**src/design/cpu_pkg.sv**
```systemverilog
package cpu_pkg;

    // =========================================================================
    // Widths and sizes
    // =========================================================================
    localparam int DATA_W     = 8;
    localparam int ADDR_W     = 4;
    localparam int OPC_W      = 4;
    localparam int MEM_DEPTH  = 16;
    localparam int LAST_STAGE = 5;
    localparam int CTRL_W     = 19;

    // =========================================================================
    // Control word bit positions
    // =========================================================================
    localparam int C_INP = 18;
    localparam int C_ANA = 17;
    localparam int C_XRA = 16;
    localparam int C_FE  = 15;
    localparam int C_HLT = 14;
    localparam int C_MI  = 13;
    localparam int C_RI  = 12;
    localparam int C_RO  = 11;
    localparam int C_II  = 10;
    localparam int C_IO  = 9;
    localparam int C_AI  = 8;
    localparam int C_AO  = 7;
    localparam int C_ALO = 6;
    localparam int C_SUB = 5;
    localparam int C_BI  = 4;
    localparam int C_OI  = 3;
    localparam int C_CE  = 2;
    localparam int C_CL  = 1;
    localparam int C_CO  = 0;

    // =========================================================================
    // Opcodes
    // =========================================================================
    localparam logic [OPC_W-1:0] OP_NOP = 4'd0;
    localparam logic [OPC_W-1:0] OP_LDA = 4'd1;
    localparam logic [OPC_W-1:0] OP_ADD = 4'd2;
    localparam logic [OPC_W-1:0] OP_SUB = 4'd3;
    localparam logic [OPC_W-1:0] OP_STA = 4'd4;
    localparam logic [OPC_W-1:0] OP_LDI = 4'd5;
    localparam logic [OPC_W-1:0] OP_JMP = 4'd6;
    localparam logic [OPC_W-1:0] OP_JC  = 4'd7;
    localparam logic [OPC_W-1:0] OP_JZ  = 4'd8;
    localparam logic [OPC_W-1:0] OP_ADI = 4'd9;
    localparam logic [OPC_W-1:0] OP_SUI = 4'd10;
    localparam logic [OPC_W-1:0] OP_XRA = 4'd11;
    localparam logic [OPC_W-1:0] OP_ANA = 4'd12;
    localparam logic [OPC_W-1:0] OP_INP = 4'd13;
    localparam logic [OPC_W-1:0] OP_OUT = 4'd14;
    localparam logic [OPC_W-1:0] OP_HLT = 4'd15;

    // One memory word, seen as an instruction or as a plain byte
    typedef union packed {
        struct packed {
            logic [OPC_W-1:0]  opcode;
            logic [ADDR_W-1:0] operand;
        } instr;
        logic [DATA_W-1:0] data;
    } mem_word_u;

endpackage

```
**src/design/alu.sv**
```systemverilog
`timescale 1ns/100ps

module alu import cpu_pkg::*; (
    input  logic              sub_i,
    input  logic              xra_i,
    input  logic              ana_i,
    input  logic [DATA_W-1:0] a_i,
    input  logic [DATA_W-1:0] b_i,
    output logic [DATA_W-1:0] result_o,
    output logic              carry_o,
    output logic              zero_o
);

    // Extra top bit holds carry or borrow
    logic [DATA_W:0] w;

    always_comb begin
        case ({sub_i, xra_i, ana_i})
            3'b000: begin
                w = {1'b0, a_i} + {1'b0, b_i};
            end
            3'b100: begin
                w = {1'b0, a_i} - {1'b0, b_i};
            end
            3'b010: begin
                w = {1'b0, a_i ^ b_i};
            end
            3'b001: begin
                w = {1'b0, a_i & b_i};
            end
            default: begin
                w = '0;
            end
        endcase
    end

    assign result_o = w[DATA_W-1:0];
    assign carry_o  = w[DATA_W];
    assign zero_o   = (w[DATA_W-1:0] == '0);

endmodule

```
**src/design/ctrl_unit.sv**
```systemverilog
`timescale 1ns/100ps

module ctrl_unit import cpu_pkg::*; (
    input  logic              clk,
    input  logic              reset,
    input  logic              start_i,
    input  logic              inp_loaded_i,
    input  logic [OPC_W-1:0]  opcode_i,
    input  logic              carry_i,
    input  logic              zero_i,
    output logic [CTRL_W-1:0] ctrl_o,
    output logic              inp_req_o,
    output logic              halted_o
);

    logic [2:0]        stage;
    logic              running;
    logic              waiting;
    logic              halted;
    logic [CTRL_W-1:0] word;

    // =========================================================================
    // Sequencer state
    // =========================================================================
    always_ff @(posedge clk) begin
        if (reset) begin
            stage   <= '0;
            running <= 1'b0;
            waiting <= 1'b0;
            halted  <= 1'b0;
        end else if (start_i && !running && !waiting && !halted) begin
            running <= 1'b1;
            stage   <= '0;
        end else if (waiting) begin
            // Resume at stage 4 once the byte has been captured
            if (inp_loaded_i) begin
                waiting <= 1'b0;
                running <= 1'b1;
                stage   <= stage + 3'd1;
            end
        end else if (running) begin
            if (word[C_HLT]) begin
                running <= 1'b0;
                halted  <= 1'b1;
            end else if (stage == 3'd3 && opcode_i == OP_INP) begin
                running <= 1'b0;
                waiting <= 1'b1;
            end else if (stage == 3'(LAST_STAGE)) begin
                stage <= '0;
            end else begin
                stage <= stage + 3'd1;
            end
        end
    end

    // =========================================================================
    // Micro-step decode
    // =========================================================================
    always_comb begin
        word = '0;
        case (stage)
            3'd0: begin
                word[C_CO] = 1'b1;
                word[C_MI] = 1'b1;
            end
            3'd1: begin
                word[C_RO] = 1'b1;
                word[C_II] = 1'b1;
            end
            3'd2: word[C_CE] = 1'b1;
            3'd3: begin
                case (opcode_i)
                    OP_LDA, OP_STA, OP_ADD, OP_SUB, OP_XRA, OP_ANA: begin
                        word[C_IO] = 1'b1;
                        word[C_MI] = 1'b1;
                    end
                    OP_LDI: begin
                        word[C_IO] = 1'b1;
                        word[C_AI] = 1'b1;
                    end
                    OP_JMP: begin
                        word[C_IO] = 1'b1;
                        word[C_CL] = 1'b1;
                    end
                    OP_JC, OP_JZ: begin
                        // Taken only when the selected flag is set
                        if ((opcode_i == OP_JC) ? carry_i : zero_i) begin
                            word[C_IO] = 1'b1;
                            word[C_CL] = 1'b1;
                        end
                    end
                    OP_ADI, OP_SUI: begin
                        word[C_IO] = 1'b1;
                        word[C_BI] = 1'b1;
                    end
                    OP_OUT: begin
                        word[C_AO] = 1'b1;
                        word[C_OI] = 1'b1;
                    end
                    OP_HLT: word[C_HLT] = 1'b1;
                    // Idle step, INP waits here for its byte
                    OP_NOP, OP_INP: word = '0;
                    default: word = '0;
                endcase
            end
            3'd4: begin
                case (opcode_i)
                    OP_LDA: begin
                        word[C_RO] = 1'b1;
                        word[C_AI] = 1'b1;
                    end
                    OP_STA: begin
                        word[C_AO] = 1'b1;
                        word[C_RI] = 1'b1;
                    end
                    OP_ADD, OP_SUB, OP_XRA, OP_ANA: begin
                        word[C_RO] = 1'b1;
                        word[C_BI] = 1'b1;
                    end
                    OP_ADI, OP_SUI: begin
                        word[C_SUB] = (opcode_i == OP_SUI);
                        word[C_ALO] = 1'b1;
                        word[C_FE]  = 1'b1;
                        word[C_AI]  = 1'b1;
                    end
                    OP_INP: begin
                        word[C_INP] = 1'b1;
                        word[C_AI]  = 1'b1;
                    end
                    default: word = '0;
                endcase
            end
            3'd5: begin
                // Register-operand ALU ops finish here
                if (opcode_i inside {OP_ADD, OP_SUB, OP_XRA, OP_ANA}) begin
                    word[C_SUB] = (opcode_i == OP_SUB);
                    word[C_XRA] = (opcode_i == OP_XRA);
                    word[C_ANA] = (opcode_i == OP_ANA);
                    word[C_ALO] = 1'b1;
                    word[C_FE]  = 1'b1;
                    word[C_AI]  = 1'b1;
                end
            end
            default: word = '0;
        endcase
    end

    assign ctrl_o    = running ? word : '0;
    assign inp_req_o = waiting;
    assign halted_o  = halted;

    // Only one driver on the shared bus per cycle
    a_one_bus_src: assert property (@(posedge clk) disable iff (reset)
        $onehot0({ctrl_o[C_CO], ctrl_o[C_IO], ctrl_o[C_ALO],
                  ctrl_o[C_AO], ctrl_o[C_RO], ctrl_o[C_INP]}));

    a_wait_not_halted: assert property (@(posedge clk) disable iff (reset)
        !(inp_req_o && halted_o));

endmodule

```
**src/design/datapath.sv**
```systemverilog
`timescale 1ns/100ps

module datapath import cpu_pkg::*; (
    input  logic              clk,
    input  logic              reset,
    input  logic [CTRL_W-1:0] ctrl_i,
    input  logic [DATA_W-1:0] inp_data_i,
    input  logic              inp_loaded_i,
    input  mem_word_u         mem_rdata_i,
    output logic [ADDR_W-1:0] mem_addr_o,
    output logic [DATA_W-1:0] mem_wdata_o,
    output logic              mem_we_o,
    output logic [OPC_W-1:0]  opcode_o,
    output logic              carry_o,
    output logic              zero_o,
    output logic [ADDR_W-1:0] pc_o,
    output logic [DATA_W-1:0] out_o
);

    logic [ADDR_W-1:0] pc;
    logic [ADDR_W-1:0] mar;
    mem_word_u         ir;
    mem_word_u         bus;
    logic [DATA_W-1:0] a;
    logic [DATA_W-1:0] b;
    logic [DATA_W-1:0] inp_reg;
    logic [DATA_W-1:0] out_reg;
    logic              carry;
    logic              zero;
    logic [DATA_W-1:0] alu_res;
    logic              alu_carry;
    logic              alu_zero;

    alu u_alu (
        .sub_i    (ctrl_i[C_SUB]),
        .xra_i    (ctrl_i[C_XRA]),
        .ana_i    (ctrl_i[C_ANA]),
        .a_i      (a),
        .b_i      (b),
        .result_o (alu_res),
        .carry_o  (alu_carry),
        .zero_o   (alu_zero)
    );

    // =========================================================================
    // Central bus, fixed source priority
    // =========================================================================
    always_comb begin
        bus = '0;
        if (ctrl_i[C_CO]) begin
            bus.data = {{(DATA_W - ADDR_W){1'b0}}, pc};
        end else if (ctrl_i[C_IO]) begin
            bus.data = {{(DATA_W - ADDR_W){1'b0}}, ir.instr.operand};
        end else if (ctrl_i[C_ALO]) begin
            bus.data = alu_res;
        end else if (ctrl_i[C_AO]) begin
            bus.data = a;
        end else if (ctrl_i[C_RO]) begin
            bus = mem_rdata_i;
        end else if (ctrl_i[C_INP]) begin
            bus.data = inp_reg;
        end
    end

    // =========================================================================
    // Registers
    // =========================================================================
    always_ff @(posedge clk) begin
        if (reset) begin
            pc      <= '0;
            ir      <= '0;
            a       <= '0;
            b       <= '0;
            out_reg <= '0;
            carry   <= 1'b0;
            zero    <= 1'b1;
        end else begin
            // Jump wins over increment
            if (ctrl_i[C_CL]) begin
                pc <= bus.instr.operand;
            end else if (ctrl_i[C_CE]) begin
                pc <= pc + ADDR_W'(1);
            end
            if (ctrl_i[C_II]) ir <= bus;
            if (ctrl_i[C_AI]) a <= bus.data;
            if (ctrl_i[C_BI]) b <= bus.data;
            if (ctrl_i[C_OI]) out_reg <= bus.data;
            if (ctrl_i[C_FE]) begin
                carry <= alu_carry;
                zero  <= alu_zero;
            end
        end
    end

    // Memory address and input byte
    always_ff @(posedge clk) begin
        if (ctrl_i[C_MI]) mar <= bus.instr.operand;
        if (inp_loaded_i) inp_reg <= inp_data_i;
    end

    assign mem_addr_o  = mar;
    assign mem_wdata_o = bus.data;
    assign mem_we_o    = ctrl_i[C_RI];
    assign opcode_o    = ir.instr.opcode;
    assign carry_o     = carry;
    assign zero_o      = zero;
    assign pc_o        = pc;
    assign out_o       = out_reg;

    a_no_jump_and_inc: assert property (@(posedge clk) disable iff (reset)
        !(ctrl_i[C_CL] && ctrl_i[C_CE]));

endmodule

```
**src/design/program_ram.sv**
```systemverilog
`timescale 1ns/100ps

module program_ram import cpu_pkg::*; (
    input  logic              clk,
    input  logic              ram_clear_i,
    input  logic              start_i,
    input  logic              load_en_i,
    input  logic [ADDR_W-1:0] load_addr_i,
    input  mem_word_u         load_data_i,
    input  logic              cpu_we_i,
    input  logic [ADDR_W-1:0] cpu_addr_i,
    input  logic [DATA_W-1:0] cpu_wdata_i,
    output mem_word_u         cpu_rdata_o
);

    mem_word_u mem [MEM_DEPTH];

    always_ff @(posedge clk) begin
        if (ram_clear_i) begin
            for (int i = 0; i < MEM_DEPTH; i++) begin
                mem[i] <= '0;
            end
        end else if (load_en_i && !start_i) begin
            // Manual load beats the CPU port
            mem[load_addr_i] <= load_data_i;
        end else if (cpu_we_i) begin
            mem[cpu_addr_i].data <= cpu_wdata_i;
        end
    end

    // Asynchronous read
    assign cpu_rdata_o = mem[cpu_addr_i];

    // Program loading only happens while the CPU sits idle
    a_load_vs_store: assert property (@(posedge clk)
        !(load_en_i && cpu_we_i));

endmodule

```
**src/design/cpu_top.sv**
```systemverilog
`timescale 1ns/100ps

module cpu_top import cpu_pkg::*; (
    input  logic              clk,
    input  logic              reset,
    input  logic              ram_clear_i,
    input  logic              start_i,
    input  logic              load_en_i,
    input  logic [ADDR_W-1:0] load_addr_i,
    input  logic [DATA_W-1:0] load_data_i,
    input  logic [DATA_W-1:0] inp_data_i,
    input  logic              inp_loaded_i,
    output logic              inp_req_o,
    output logic              halted_o,
    output logic [ADDR_W-1:0] pc_o,
    output logic [DATA_W-1:0] out_o
);

    logic [CTRL_W-1:0] ctrl;
    logic [OPC_W-1:0]  opcode;
    logic              carry;
    logic              zero;
    logic [ADDR_W-1:0] mem_addr;
    logic [DATA_W-1:0] mem_wdata;
    logic              mem_we;
    mem_word_u         mem_rdata;

    // =========================================================================
    // Sequencer
    // =========================================================================
    ctrl_unit u_ctrl (
        .clk          (clk),
        .reset        (reset),
        .start_i      (start_i),
        .inp_loaded_i (inp_loaded_i),
        .opcode_i     (opcode),
        .carry_i      (carry),
        .zero_i       (zero),
        .ctrl_o       (ctrl),
        .inp_req_o    (inp_req_o),
        .halted_o     (halted_o)
    );

    // =========================================================================
    // Registers, bus and ALU
    // =========================================================================
    datapath u_dp (
        .clk          (clk),
        .reset        (reset),
        .ctrl_i       (ctrl),
        .inp_data_i   (inp_data_i),
        .inp_loaded_i (inp_loaded_i),
        .mem_rdata_i  (mem_rdata),
        .mem_addr_o   (mem_addr),
        .mem_wdata_o  (mem_wdata),
        .mem_we_o     (mem_we),
        .opcode_o     (opcode),
        .carry_o      (carry),
        .zero_o       (zero),
        .pc_o         (pc_o),
        .out_o        (out_o)
    );

    // Memory keeps its contents across a CPU reset
    program_ram u_ram (
        .clk          (clk),
        .ram_clear_i  (ram_clear_i),
        .start_i      (start_i),
        .load_en_i    (load_en_i),
        .load_addr_i  (load_addr_i),
        .load_data_i  (load_data_i),
        .cpu_we_i     (mem_we),
        .cpu_addr_i   (mem_addr),
        .cpu_wdata_i  (mem_wdata),
        .cpu_rdata_o  (mem_rdata)
    );

endmodule

```
**config.mk**
```make
export PLATFORM = sky130hd
export DESIGN_NAME = cpu_top
export DESIGN_NICKNAME = d
export VERILOG_FILES = /design/src/design/cpu_pkg.sv /design/src/design/alu.sv /design/src/design/ctrl_unit.sv /design/src/design/datapath.sv /design/src/design/program_ram.sv /design/src/design/cpu_top.sv
export SDC_FILE = /design/constraint.sdc
export NUM_CORES = 1
export LEC_CHECK = 0
export ABC_AREA = 1
export BUFFER_PORTS_ARGS = -buffer_cell sky130_fd_sc_hd__buf_2
export CAP_MARGIN = 20
export CORE_UTILIZATION = 56
export CTS_BUF_LIST = sky130_fd_sc_hd__clkbuf_8 sky130_fd_sc_hd__clkbuf_16
export CTS_CLUSTER_SIZE = 24
export DETAILED_ROUTE_END_ITERATION = 6
export PLACE_DENSITY = 0.77
export SLEW_MARGIN = 20
export SYNTH_ARGS = -nofsm -noshare
export SYNTH_HDL_FRONTEND = slang
export SYNTH_SLANG_ARGS = --single-unit
```
**constraint.sdc**
```tcl
create_clock -name clk -period 3.3 [get_ports clk]
set_input_delay 0 -clock clk [delete_from_list [all_inputs] [get_ports clk]]
set_output_delay 0 -clock clk [all_outputs]
set_load 0.02 [all_outputs]
```
* Word level (Yosys, flattened, before mapping)
Memories as Yosys holds them, arrays and structs flattened. A register that Yosys moved wholly into a read port is not among the register bits.
Cells that the tools add are included.
** Storage, ports and cells
- Output and inout port bits :: 14
- Memories :: 1
- Input port bits :: 26
- Bits in writable memories :: 128
- Register bits after elaboration :: 56
- Logic and storage cells :: 151
** Cells by class
- Add/subtract/negate cells :: 4
- Equal/unequal tests :: 27
- Muxes and demuxes :: 75
- Reduce and logical (&&, ||, !) cells :: 27
- Bitwise operators :: 4
** Memories
- u_ram.mem :: depth 16, bits a word 8, rd ports 1, clocked after Yosys merged registers in 1, write ports 16, RTL line program_ram.sv:16 : mem_word_u mem [MEM_DEPTH];
** Operator list (count)
- 8-bit two-way mux :: 8
- 1-bit two-way mux :: 42
- 9-bit one-hot mux with 4 select lines :: 1
- 4-bit == test (second input constant) :: 8
- 3-bit two-way mux :: 7
- 4-bit two-way mux :: 5
- 19-bit two-way mux :: 1
- 4-bit by 3-bit == test with 1-bit output (second input constant) :: 4
- 8-bit OR reduction :: 2
- 2-bit one-hot mux with 2 select lines :: 3
- 10-bit OR reduction :: 1
- 8-bit by 8-bit adder with 9-bit output :: 1
- 3-bit by 2-bit == test with 1-bit output (second input constant) :: 3
- 3-bit == test (second input constant) :: 3
- 8-bit by 8-bit subtractor with 9-bit output :: 1
- 8-bit bitwise AND :: 1
- 4-bit by 2-bit == test with 1-bit output (second input constant) :: 2
- 8-bit logical NOT :: 1
- 1-bit one-hot mux with 2 select lines :: 4
- 4-bit AND reduction :: 2
- 4-bit OR reduction :: 2
- 8-bit bitwise XOR :: 1
- 3-bit by 1-bit == test with 1-bit output (second input constant) :: 2
- 3-bit logical NOT :: 2
- other kinds (17) :: 30

* Longest topological paths before layout
Gate-level depths: netlist (run 1).
- Word-level depth :: 13
- Gate-level depth with buffers :: 22
- Mapped depth without buffers :: 21

* Cells and area by module
A second synthesis (run 1) with hierarchy kept.
** Second synthesis, totals
- Cell total of the unflattened synthesis :: 1245
- Area, all modules :: 10512.6 sq um
** By module, submodules not included
- program_ram :: cells each 659, area each 6652.6 sq um, instances 1, seq. area each 3843.7 sq um
- datapath :: cells each 281, area each 2199.6 sq um, instances 1, seq. area each 1121.1 sq um
- alu :: cells each 172, area each 925.9 sq um, instances 1, seq. area each 0.0 sq um
- ctrl_unit :: cells each 133, area each 734.5 sq um, instances 1, seq. area each 120.1 sq um

* Worst setup path before layout (run 1)
OpenSTA, ideal clock, no wires.
- Path kind :: reg-to-reg
- Start point :: register u_ctrl.stage[0]
- End point :: memory u_ram.mem[10][7] in the netlist's numbering (data pin)
- Data arrival time :: 2.856 ns
- Required time :: 3.033 ns
- Cell stages (with the launch flop) :: 22
- Path slack :: 0.177 ns
- Clock period less this slack :: 3.123 ns
- Setup time :: 0.267 ns
- Buffers on the path :: 1
- Cells stage by stage :: dfxtp_1 > inv_1 > ha_1 > nand2_1 > inv_2 > nand4_1 > nand2_1 > nand2_1 > nand2_1 > xor2_1 > ha_1 > a21oi_1 > nor2_1 > a211oi_1 > nand3b_1 > nand3_1 > nand3_1 > nand2_1 > inv_1 > nand3_1 > buf_2 > a21oi_1
** RTL lines
- start, declared :: RTL line ctrl_unit.sv:16 : logic [2:0] stage;
- start signal, assigned :: RTL line ctrl_unit.sv:39 : stage <= stage + 3'd1;
- start signal, assigned :: RTL line ctrl_unit.sv:51 : stage <= stage + 3'd1;
- end, declared :: RTL line program_ram.sv:16

==> impl_metrics.yaml, run 1 <==
status:
  status: "finished clean"
sta:
  drv_slew: 0
  worst_pin_slew_ns: 0.960
  hold_viol: 0
  worst_slack_ns: 0.120
  period_needed_ns: 3.18
  slew_headroom: 0.359
  final-setup-viol-count: 0
  rsz0062_at_grt: "true"
  fmax_mhz: 314
  tns_ns: 0
  finalCritPeriodShare: 0.964
  skew_ns: 0.00972
  hold-worst-slack_ns: 0.261
floorplan:
  die_x_um: 135
  fp.dieH_um: 135
  initial_utilization: 0.575
  io_pins: 40
  core_area_um2: 17300
  die_area_um2: 18300
  rows: 48
grt:
  grt_usage: 0.329
  grt_pass1_vias: 8225
  grt_pass1_wl_um: 44800
  antenna_found_initial: 0
  gr-total-overflow: 0
  grt_max_degree: 65
logic_synthesis:
  muxShareOfSynthArea: 0
  synth-edff-count: 140
  yosysSeqAreaShare: 0.519
  synth-simple-area-share: 0.232
  syn_nets: 1203
  synth_warnings: 0
  ys_async_sr_fraction: 0
  netlist_area_um2: 9950
  synth_top_cell_by_area: "edfxtp_1"
  syn_avg_cell_area_um2: 8.63
  synthTopCellsByArea: "edfxtp_1, nand2_1, dfxtp_1, a21oi_1, nand3_1"
  synth_top_area_share: 0.422
  yosys.area_share.xor_xnor: 0.00792
  syn_inst: 1153
  synthAdderAreaFrac: 0.0309
  synth_compound_area_frac: 0.156
  yosysUniqueCellTypes: 47
  synth_top_family_by_area: "simple AND/OR/NAND/NOR gates"
  synth-seq-cells: 188
  ys.flop_type: "edfxtp_1"
placement:
  pre_cts_ws_ns: -0.0435
  dp_cells: 1413
  dpl.hpwl_um: 19500
  dpl_cell_area_um2: 10600
  port_buffers: 39
  gp_congestion: 0.960
pwr:
  p_total_mw: 5.28
  power.leakage_nw: 4.95
  p_per_area_nw_per_um2: 456
  ir_drop_mv: 0.399
clock_network:
  cts_sinks: 188
  clkTransAtPathRegs_ns: 0.07
  worstSkewPairLatency_ns: 0.44
  numCtsBuffers: 17
  root_buffer: "clkbuf_16"
  htree_levels: 4
  clockBufferDepth: 2
  cts_tree: "done"
drt:
  drt_iter0_drc: 1158
  wire_per_inst_um: 20.1
  via_per_inst: 6.10
  vias: 8937
  drc: 0
  ant_nets: 0
  wirelength_um: 29500
  first_pass_iters: 6
finish:
  drive_gt1_frac: 0.180
  final_area_um2: 11600
  final_cell_mix: "nand2_1, a21oi_1, edfxtp_1"
  top_register: "u_ram.mem"
  final_common_cell: "nand2_1"
  largest_register_ffs: 128
  final_core_util: 0.670
  fin_nets: 1277
  n_fill_cell: 1385
  synthToLayoutAreaGrowth_pct: 16.5
  final_cells: 1465
  diodes: 0
critical_path:
  start_kind: "register"
  end_kind: "register"
  critPathArrivalTime_ns: 3.34
  worstPathMaxFanout: 8
  cp.required_ns: 3.46
  critPathKind: "register to register"
  r2r_end: "u_ram.mem[3][3]$_SDFFCE_PN0P_"
  crit-reg2reg-launch: "u_ctrl.stage[0]$_SDFFE_PP0P_"
  r2r_setup_slack_ns: 0.12
  reg2regPathDepth: 20
worst_hold_path:
  whs_endpoint: "u_dp.inp_reg[3]$_DFFE_PP_"
  hold_class: "input pin to register"
  min_from: "inp_data_i[3]"
  min_path_cells: 2
run:
  drv_cap: 0
-- area by class of cell --
type	instances	area (µm²)	share of cell area
sequential	188	5170	0.446
timing repair buffer	107	850	0.0733
inverter	79	297	0.0256
multi-input combinational	834	4440	0.383
clock buffer	17	425	0.0367
tap	225	282	0.0243
clock inverter	15	131	0.0113
-- layer usage --
| metal | track usage | share of wire | up-vias |
|---|---|---|---|
| met1 | 0.447 | 0.39 | 4168 |
| met5 | 0 | 0 | - |
| met4 | 0.103 | 0.025 | 0 |
| met3 | 0.0778 | 0.12 | 68 |
| li1 | - | - | 4139 |
| met2 | 0.522 | 0.46 | 562 |
-- cell usage after synthesis (9+ instances only) --
cell type / count
a21oi_1: 185
buf_2: 17
clkbuf_1: 26
dfxtp_1: 48
edfxtp_1: 140
ha_1: 23
inv_1: 67
inv_2: 10
nand2_1: 280
nand3_1: 92
nand4_1: 9
nor2_1: 79
o21ai_0: 74
-- cell families after synthesis --
family / Yosys count
and+or+nand+nor: 510
AOI/OAI and AO/OA: 290
DFF: 188
buffers and inverters: 132
adders and majority gates: 24
xor gates and xnor gates: 9
-- power by group --
part | internal [mW] | switching [mW] | total, mW
Combinational | 0.193 | 0.485 | 0.679
Sequential | 2.61 | 0.0339 | 2.64
Clock | 0.988 | 0.977 | 1.97
-- how the worst max path moves through the flow --
stage | start | to | depth (start not counted)
final | u_ctrl.stage[0]$_SDFFE_PP0P_ | u_ram.mem[3][3]$_SDFFCE_PN0P_ | 20
after global routing | u_ctrl.stage[0]$_SDFFE_PP0P_ | u_ram.mem[11][6]$_SDFFCE_PN0P_ | 23
after CTS | u_ctrl.stage[0]$_SDFFE_PP0P_ | u_ram.mem[14][6]$_SDFFCE_PN0P_ | 21
after detailed placement | u_ctrl.stage[0]$_SDFFE_PP0P_ | u_ram.mem[1][3]$_SDFFCE_PN0P_ | 20
after global placement | u_ctrl.stage[0]$_SDFFE_PP0P_ | u_ram.mem[12][7]$_SDFFCE_PN0P_ | 21
after floorplan | u_ctrl.stage[0]$_SDFFE_PP0P_ | u_ram.mem[10][7]$_SDFFCE_PN0P_ | 21
-- worst max-delay path: stages, from the launching register on --
cell and delay, ns:
dfxtp_2 0.34, inv_1 0.08, ha_2 0.18, nand2_2 0.06, inv_2 0.06, nand4_1 0.11
nand2_2 0.13, nand2_4 0.08, nand2_1 0.09, xor2_1 0.18, ha_1 0.33, a21oi_2 0.19
nand2_1 0.10, xnor2_1 0.16, nor2_1 0.07, nor2_2 0.16, a21oi_1 0.08, nand2_1 0.10
nand2_2 0.12, nand3_4 0.18, a21oi_1 0.10
-- repair_timing --
item	in CTS	in global routing
setup buffers	0	7
pin swaps	2	12
hold buffers	11	0
gates resized for setup	6	48
hold endpoints to repair	23	0
cloned	1	1
endpoints found under the setup margin	52	162
Note: power is estimated with default switching activity, not from simulation.
==> inputs of run 2 (changes only) <==
PLACE_DENSITY = 0.86   (was 0.77)
==> run 2 against run 1 <==
Critical path type unchanged; die area stayed put; sequential power hardly changed; non-clock buffer count is 5 lower; the flow now finishes with violations (DRC); sequential share of layout area grew 0.11 points; largest cell class unchanged; highest routed layer unchanged; global-route usage down 1.3 points; design area down 0.21%; setup slack improved by 0.014 ns; total power rose by 4.2%.
==> impl_metrics.yaml, run 2 (synthesis results as in run 1) <==
status:
  status: "complete, but fails checks"
  violations: "DRC"
drt:
  vias: 9111
  ant_nets: 0
  first_pass_iters: 7
  via_per_inst: 6.24
  wirelength_um: 28900
  drc: 18
  drt_iter0_drc: 1454
  wire_per_inst_um: 19.8
sta:
  worst_slack_ns: 0.134
  worst_pin_slew_ns: 0.946
  skew_ns: 0.0104
  hold-worst-slack_ns: 0.252
  finalCritPeriodShare: 0.959
  drv_slew: 0
  period_needed_ns: 3.17
  fmax_mhz: 316
  slew_headroom: 0.369
  final-setup-viol-count: 0
  hold_viol: 0
  tns_ns: 0
clock_network:
  cts_tree: "done"
  numCtsBuffers: 17
  clockBufferDepth: 2
  worstSkewPairLatency_ns: 0.45
  cts_sinks: 188
  htree_levels: 4
  clkTransAtPathRegs_ns: 0.08
  root_buffer: "clkbuf_16"
pwr:
  p_per_area_nw_per_um2: 476
  p_total_mw: 5.51
  ir_drop_mv: 0.383
  power.leakage_nw: 4.96
critical_path:
  cp.required_ns: 3.58
  crit_top_cell: "nand3_1"
  critPathArrivalTime_ns: 3.44
  end_kind: "register"
  start_kind: "register"
  critPathSlowestCell: "dfxtp_2"
  cp.depth: 20
  slowest_delay_ns: 0.37
  crit_family: "simple AND/OR/NAND/NOR gates"
  reg2regPathDepth: 20
  critPathKind: "register to register"
  worstPathMaxFanout: 8
  crit_chain: "inv_4, ha_1, nand2_1, inv_2, nand3_1, nand2_2, buf_4, a21oi_2, xnor2_1, ha_1, nand3_1, nand3_2, a21oi_2, o21ai_1, nand3_1, nor2_1, nor2_2, nand3_4, buf_12, a21oi_1"
  path_buf_inv: 4
floorplan:
  rows: 48
  die_x_um: 135
  fp.dieH_um: 135
  initial_utilization: 0.575
  core_area_um2: 17300
  io_pins: 40
  die_area_um2: 18300
worst_hold_path:
  min_path_cells: 6
  hold_class: "input pin to register"
placement:
  gp_congestion: 0.951
  pre_cts_ws_ns: -0.0725
  dpl.hpwl_um: 18400
  dp_cells: 1405
  dpl_cell_area_um2: 10600
  port_buffers: 39
grt:
  gr-total-overflow: 0
  antenna_found_initial: 0
  grt_max_degree: 65
  grt_usage: 0.317
  grt_pass1_vias: 8298
  grt_pass1_wl_um: 43500
finish:
  largest_register_ffs: 128
  drive_gt1_frac: 0.169
  final_area_um2: 11600
  n_fill_cell: 1274
  final_common_cell: "nand2_1"
  synthToLayoutAreaGrowth_pct: 16.2
  final_cells: 1460
  final_core_util: 0.669
  fin_nets: 1272
  diodes: 0
  top_register: "u_ram.mem"
  final_cell_mix: "nand2_1, a21oi_1, edfxtp_1"
run:
  drv_cap: 0
==> run 2: changes by cell type in the layout (fill, tap and decap cells not counted), moves of 2 or more <==
cell	previous run	this run
a21oi_2	21	12
inv_4	0	2
inv_8	2	5
clkinv_2	2	0
buf_6	3	0
a21oi_1	166	175
clkinvlp_4	2	0
buf_4	46	44
bufinv_16	0	2
==> run 2: cell type report <==
cell class	count	area, µm²	area share
flip-flops and latches	188	5170	0.447
repair buffers	102	801	0.0692
well taps	225	282	0.0243
clock buffers	17	425	0.0368
multi-input cells	834	4390	0.379
clock inverters	15	196	0.0170
inverters	79	302	0.0261
==> run 2: final timing paths <==
path                                start                        endpoint  slack, ns
max          u_ctrl.stage[1]$_SDFFE_PP0P_  u_ram.mem[13][4]$_SDFFCE_PN0P_       0.13
min reg2reg  u_ctrl.halted_o$_SDFFE_PP0P_    u_ctrl.halted_o$_SDFFE_PP0P_       0.49
max reg2reg  u_ctrl.stage[1]$_SDFFE_PP0P_  u_ram.mem[13][4]$_SDFFCE_PN0P_       0.13
min                        load_addr_i[2]   u_ram.mem[9][3]$_SDFFCE_PN0P_       0.25
==> run 2: repair_timing <==
action | in CTS | in global routing
buffers inserted | 0 | 10
pin swaps | 0 | 18
resized for setup | 4 | 40
hold buffers | 11 | 0
gates cloned | 0 | 2
endpoints found under the hold margin | 25 | 0
setup endpoints to repair | 33 | 154
==> run 2: worst reg2reg max path, stage by stage (launching register included) <==
cell and delay (ns):
dfxtp_2 0.37, inv_4 0.06, ha_1 0.19, nand2_1 0.10, inv_2 0.05, nand3_1 0.09, nand2_2 0.09, buf_4 0.15
a21oi_2 0.12, xnor2_1 0.16, ha_1 0.34, nand3_1 0.13, nand3_2 0.08, a21oi_2 0.12, o21ai_1 0.08, nand3_1 0.15
nor2_1 0.08, nor2_2 0.19, nand3_4 0.14, buf_12 0.18, a21oi_1 0.14
==> run 2: power breakdown <==
| part | switching, mW | leakage, nW | total (mW) | internal [mW] |
|---|---|---|---|---|
| logic | 0.489 | 2.78 | 0.687 | 0.198 |
| clock network | 1.02 | 0.305 | 2.18 | 1.16 |
| registers | 0.0376 | 1.88 | 2.64 | 2.60 |
==> run 2: metal layers <==
| metal | up-vias | wire, µm | global-route usage | share of wire |
|---|---|---|---|---|
| met5 | - | 0 | 0 | 0 |
| met4 | 0 | 1080 | 0.132 | 0.037 |
| met3 | 112 | 3980 | 0.0670 | 0.14 |
| met2 | 690 | 13200 | 0.494 | 0.46 |
| met1 | 4195 | 10700 | 0.429 | 0.37 |
| li1 | 4114 | - | - | - |
==> inputs of run 3 (changes only) <==
PLACE_DENSITY = 0.75   (was 0.86)
SLEW_MARGIN = default   (was 20)
==> run 3 against run 2 <==
The run still ends with DRC left; flip-flop and latch count did not move; sequential power barely moved; maximum frequency fell by 0.33%; core utilization rose by 0.70 points; total power fell by 2.1%; hold slack improved by 0.015 ns; critical endpoint is now u_ram.mem[15][7]$_SDFFCE_PN0P_.
==> impl_metrics.yaml, run 3 (synthesis results as in run 1) <==
critical_path:
  critPathArrivalTime_ns: 3.34
  cp.required_ns: 3.47
  end_kind: "register"
  crit_top_cell: "inv_1"
  critPathKind: "register to register"
  critPathSlowestCell: "dfxtp_1"
  crit_chain: "inv_1, ha_1, inv_1, nor3_1, inv_1, nor3_2, a21oi_2, xnor2_1, ha_2, nand2_1, nor2_1, a211oi_2, nand3b_1, nand3_2, nand3_2, nand2_2, inv_2, nand3_4, clkbuf_16, a21oi_1"
  r2r_setup_slack_ns: 0.12
  slowest_delay_ns: 0.37
  crit-reg2reg-launch: "u_dp.b[0]$_SDFFE_PP0P_"
  r2r_end: "u_ram.mem[15][7]$_SDFFCE_PN0P_"
  worstPathMaxFanout: 8
  start_kind: "register"
  reg2regPathDepth: 20
finish:
  final_common_cell: "nand2_1"
  largest_register_ffs: 128
  fin_nets: 1276
  synthToLayoutAreaGrowth_pct: 17.4
  final_area_um2: 11700
  final_cell_mix: "nand2_1, a21oi_1, edfxtp_1"
  drive_gt1_frac: 0.186
  diodes: 0
  top_register: "u_ram.mem"
clock_network:
  numCtsBuffers: 17
  cts_tree: "done"
  root_buffer: "clkbuf_16"
  htree_levels: 4
  cts_sinks: 188
  clkTransAtPathRegs_ns: 0.07
  clockBufferDepth: 2
  worstSkewPairLatency_ns: 0.44
sta:
  worst_slack_ns: 0.124
  final-setup-viol-count: 0
  drv_slew: 0
  period_needed_ns: 3.18
  finalCritPeriodShare: 0.962
  rsz0062_at_grt: "true"
  worst_pin_slew_ns: 1.06
  skew_ns: 0.0110
  hold-worst-slack_ns: 0.268
  tns_ns: 0
  slew_headroom: 0.293
  hold_viol: 0
  fmax_mhz: 315
floorplan:
  io_pins: 40
  die_area_um2: 18300
  die_x_um: 135
  fp.dieH_um: 135
  initial_utilization: 0.575
  rows: 48
  core_area_um2: 17300
pwr:
  p_per_area_nw_per_um2: 462
  ir_drop_mv: 0.356
  p_total_mw: 5.39
  power.leakage_nw: 4.99
drt:
  drc: 2
  first_pass_iters: 7
  ant_nets: 0
  wirelength_um: 28900
  vias: 8939
  drt_iter0_drc: 993
  wire_per_inst_um: 19.7
  via_per_inst: 6.11
grt:
  grt_max_degree: 65
  grt_pass1_vias: 8246
  gr-total-overflow: 0
  grt_usage: 0.318
  antenna_found_initial: 0
  grt_pass1_wl_um: 43700
status:
  status: "complete, but fails checks"
  violations: "DRC"
placement:
  pre_cts_ws_ns: -0.0108
  port_buffers: 39
  gp_congestion: 0.934
  dpl.hpwl_um: 18700
  dpl_cell_area_um2: 10700
worst_hold_path:
  hold_class: "input pin to register"
  min_from: "load_addr_i[0]"
  min_path_cells: 6
  whs_endpoint: "u_ram.mem[4][4]$_SDFFCE_PN0P_"
run:
  drv_cap: 0
[run 3: worst max path at each step]
stage / startpoint / to / slack [ns]
after floorplan: u_ctrl.stage[0]$_SDFFE_PP0P_ / u_ram.mem[10][7]$_SDFFCE_PN0P_ / 0.18
after global placement: u_ctrl.stage[0]$_SDFFE_PP0P_ / u_ram.mem[12][7]$_SDFFCE_PN0P_ / 0.07
after detailed placement: u_ctrl.stage[0]$_SDFFE_PP0P_ / u_ram.mem[2][3]$_SDFFCE_PN0P_ / -0.01
after CTS: u_ctrl.stage[0]$_SDFFE_PP0P_ / u_ram.mem[2][3]$_SDFFCE_PN0P_ / 0.02
after global routing: u_dp.b[0]$_SDFFE_PP0P_ / u_ram.mem[11][7]$_SDFFCE_PN0P_ / -0.12
final: u_dp.b[0]$_SDFFE_PP0P_ / u_ram.mem[15][7]$_SDFFCE_PN0P_ / 0.12
[run 3: worst max-delay path: cells and delay by family, from the launching register on]
family                     cells  cell delay (ns)
AOI/OAI and AO/OA              3             0.35
DFF                            1             0.37
buffers and inverters          5             0.47
adders and majority gates      2             0.51
and+or+nand+nor                9             0.99
xor gates and xnor gates       1             0.23
[run 3: layer usage]
metal | up-vias | routed length, µm | track usage | share of wire
li1 | 4117 | - | - | -
met1 | 4237 | 12200 | 0.457 | 0.42
met2 | 514 | 13300 | 0.483 | 0.46
met3 | 71 | 2500 | 0.0494 | 0.087
met4 | 0 | 856 | 0.127 | 0.030
met5 | - | 0 | 0 | 0
[run 3: where the power goes]
part | switching [mW] | internal [mW] | leakage (nW)
Clock | 0.946 | 1.13 | 0.291
Combinational | 0.480 | 0.199 | 2.82
Sequential | 0.0335 | 2.61 | 1.88
[run 3: cell type report]
cell class	count	area, µm²
multi-input combinational	833	4470
tap	225	282
sequential	188	5170
clock inverter	15	160
timing repair buffer	107	885
fill	1378	5610
clock buffer	17	425
inverter	79	299
[run 3: what timing repair did]
action,CTS,global route
setup buffers,0,6
pin swaps,0,23
hold buffers,11,0
hold endpoints to repair,23,0
setup endpoints to repair,35,140
gates resized for setup,1,62
cloned,0,2
[run 3: metrics by stage]
| stage | util | std cells |
|---|---|---|
| after floorplan | - | 1153 |
| after global placement | 0.616 | 1413 |
| after detailed placement | 0.616 | 1413 |
| after CTS | 0.657 | 1456 |
| after global routing | 0.676 | 1464 |
| final | 0.676 | 1464 |
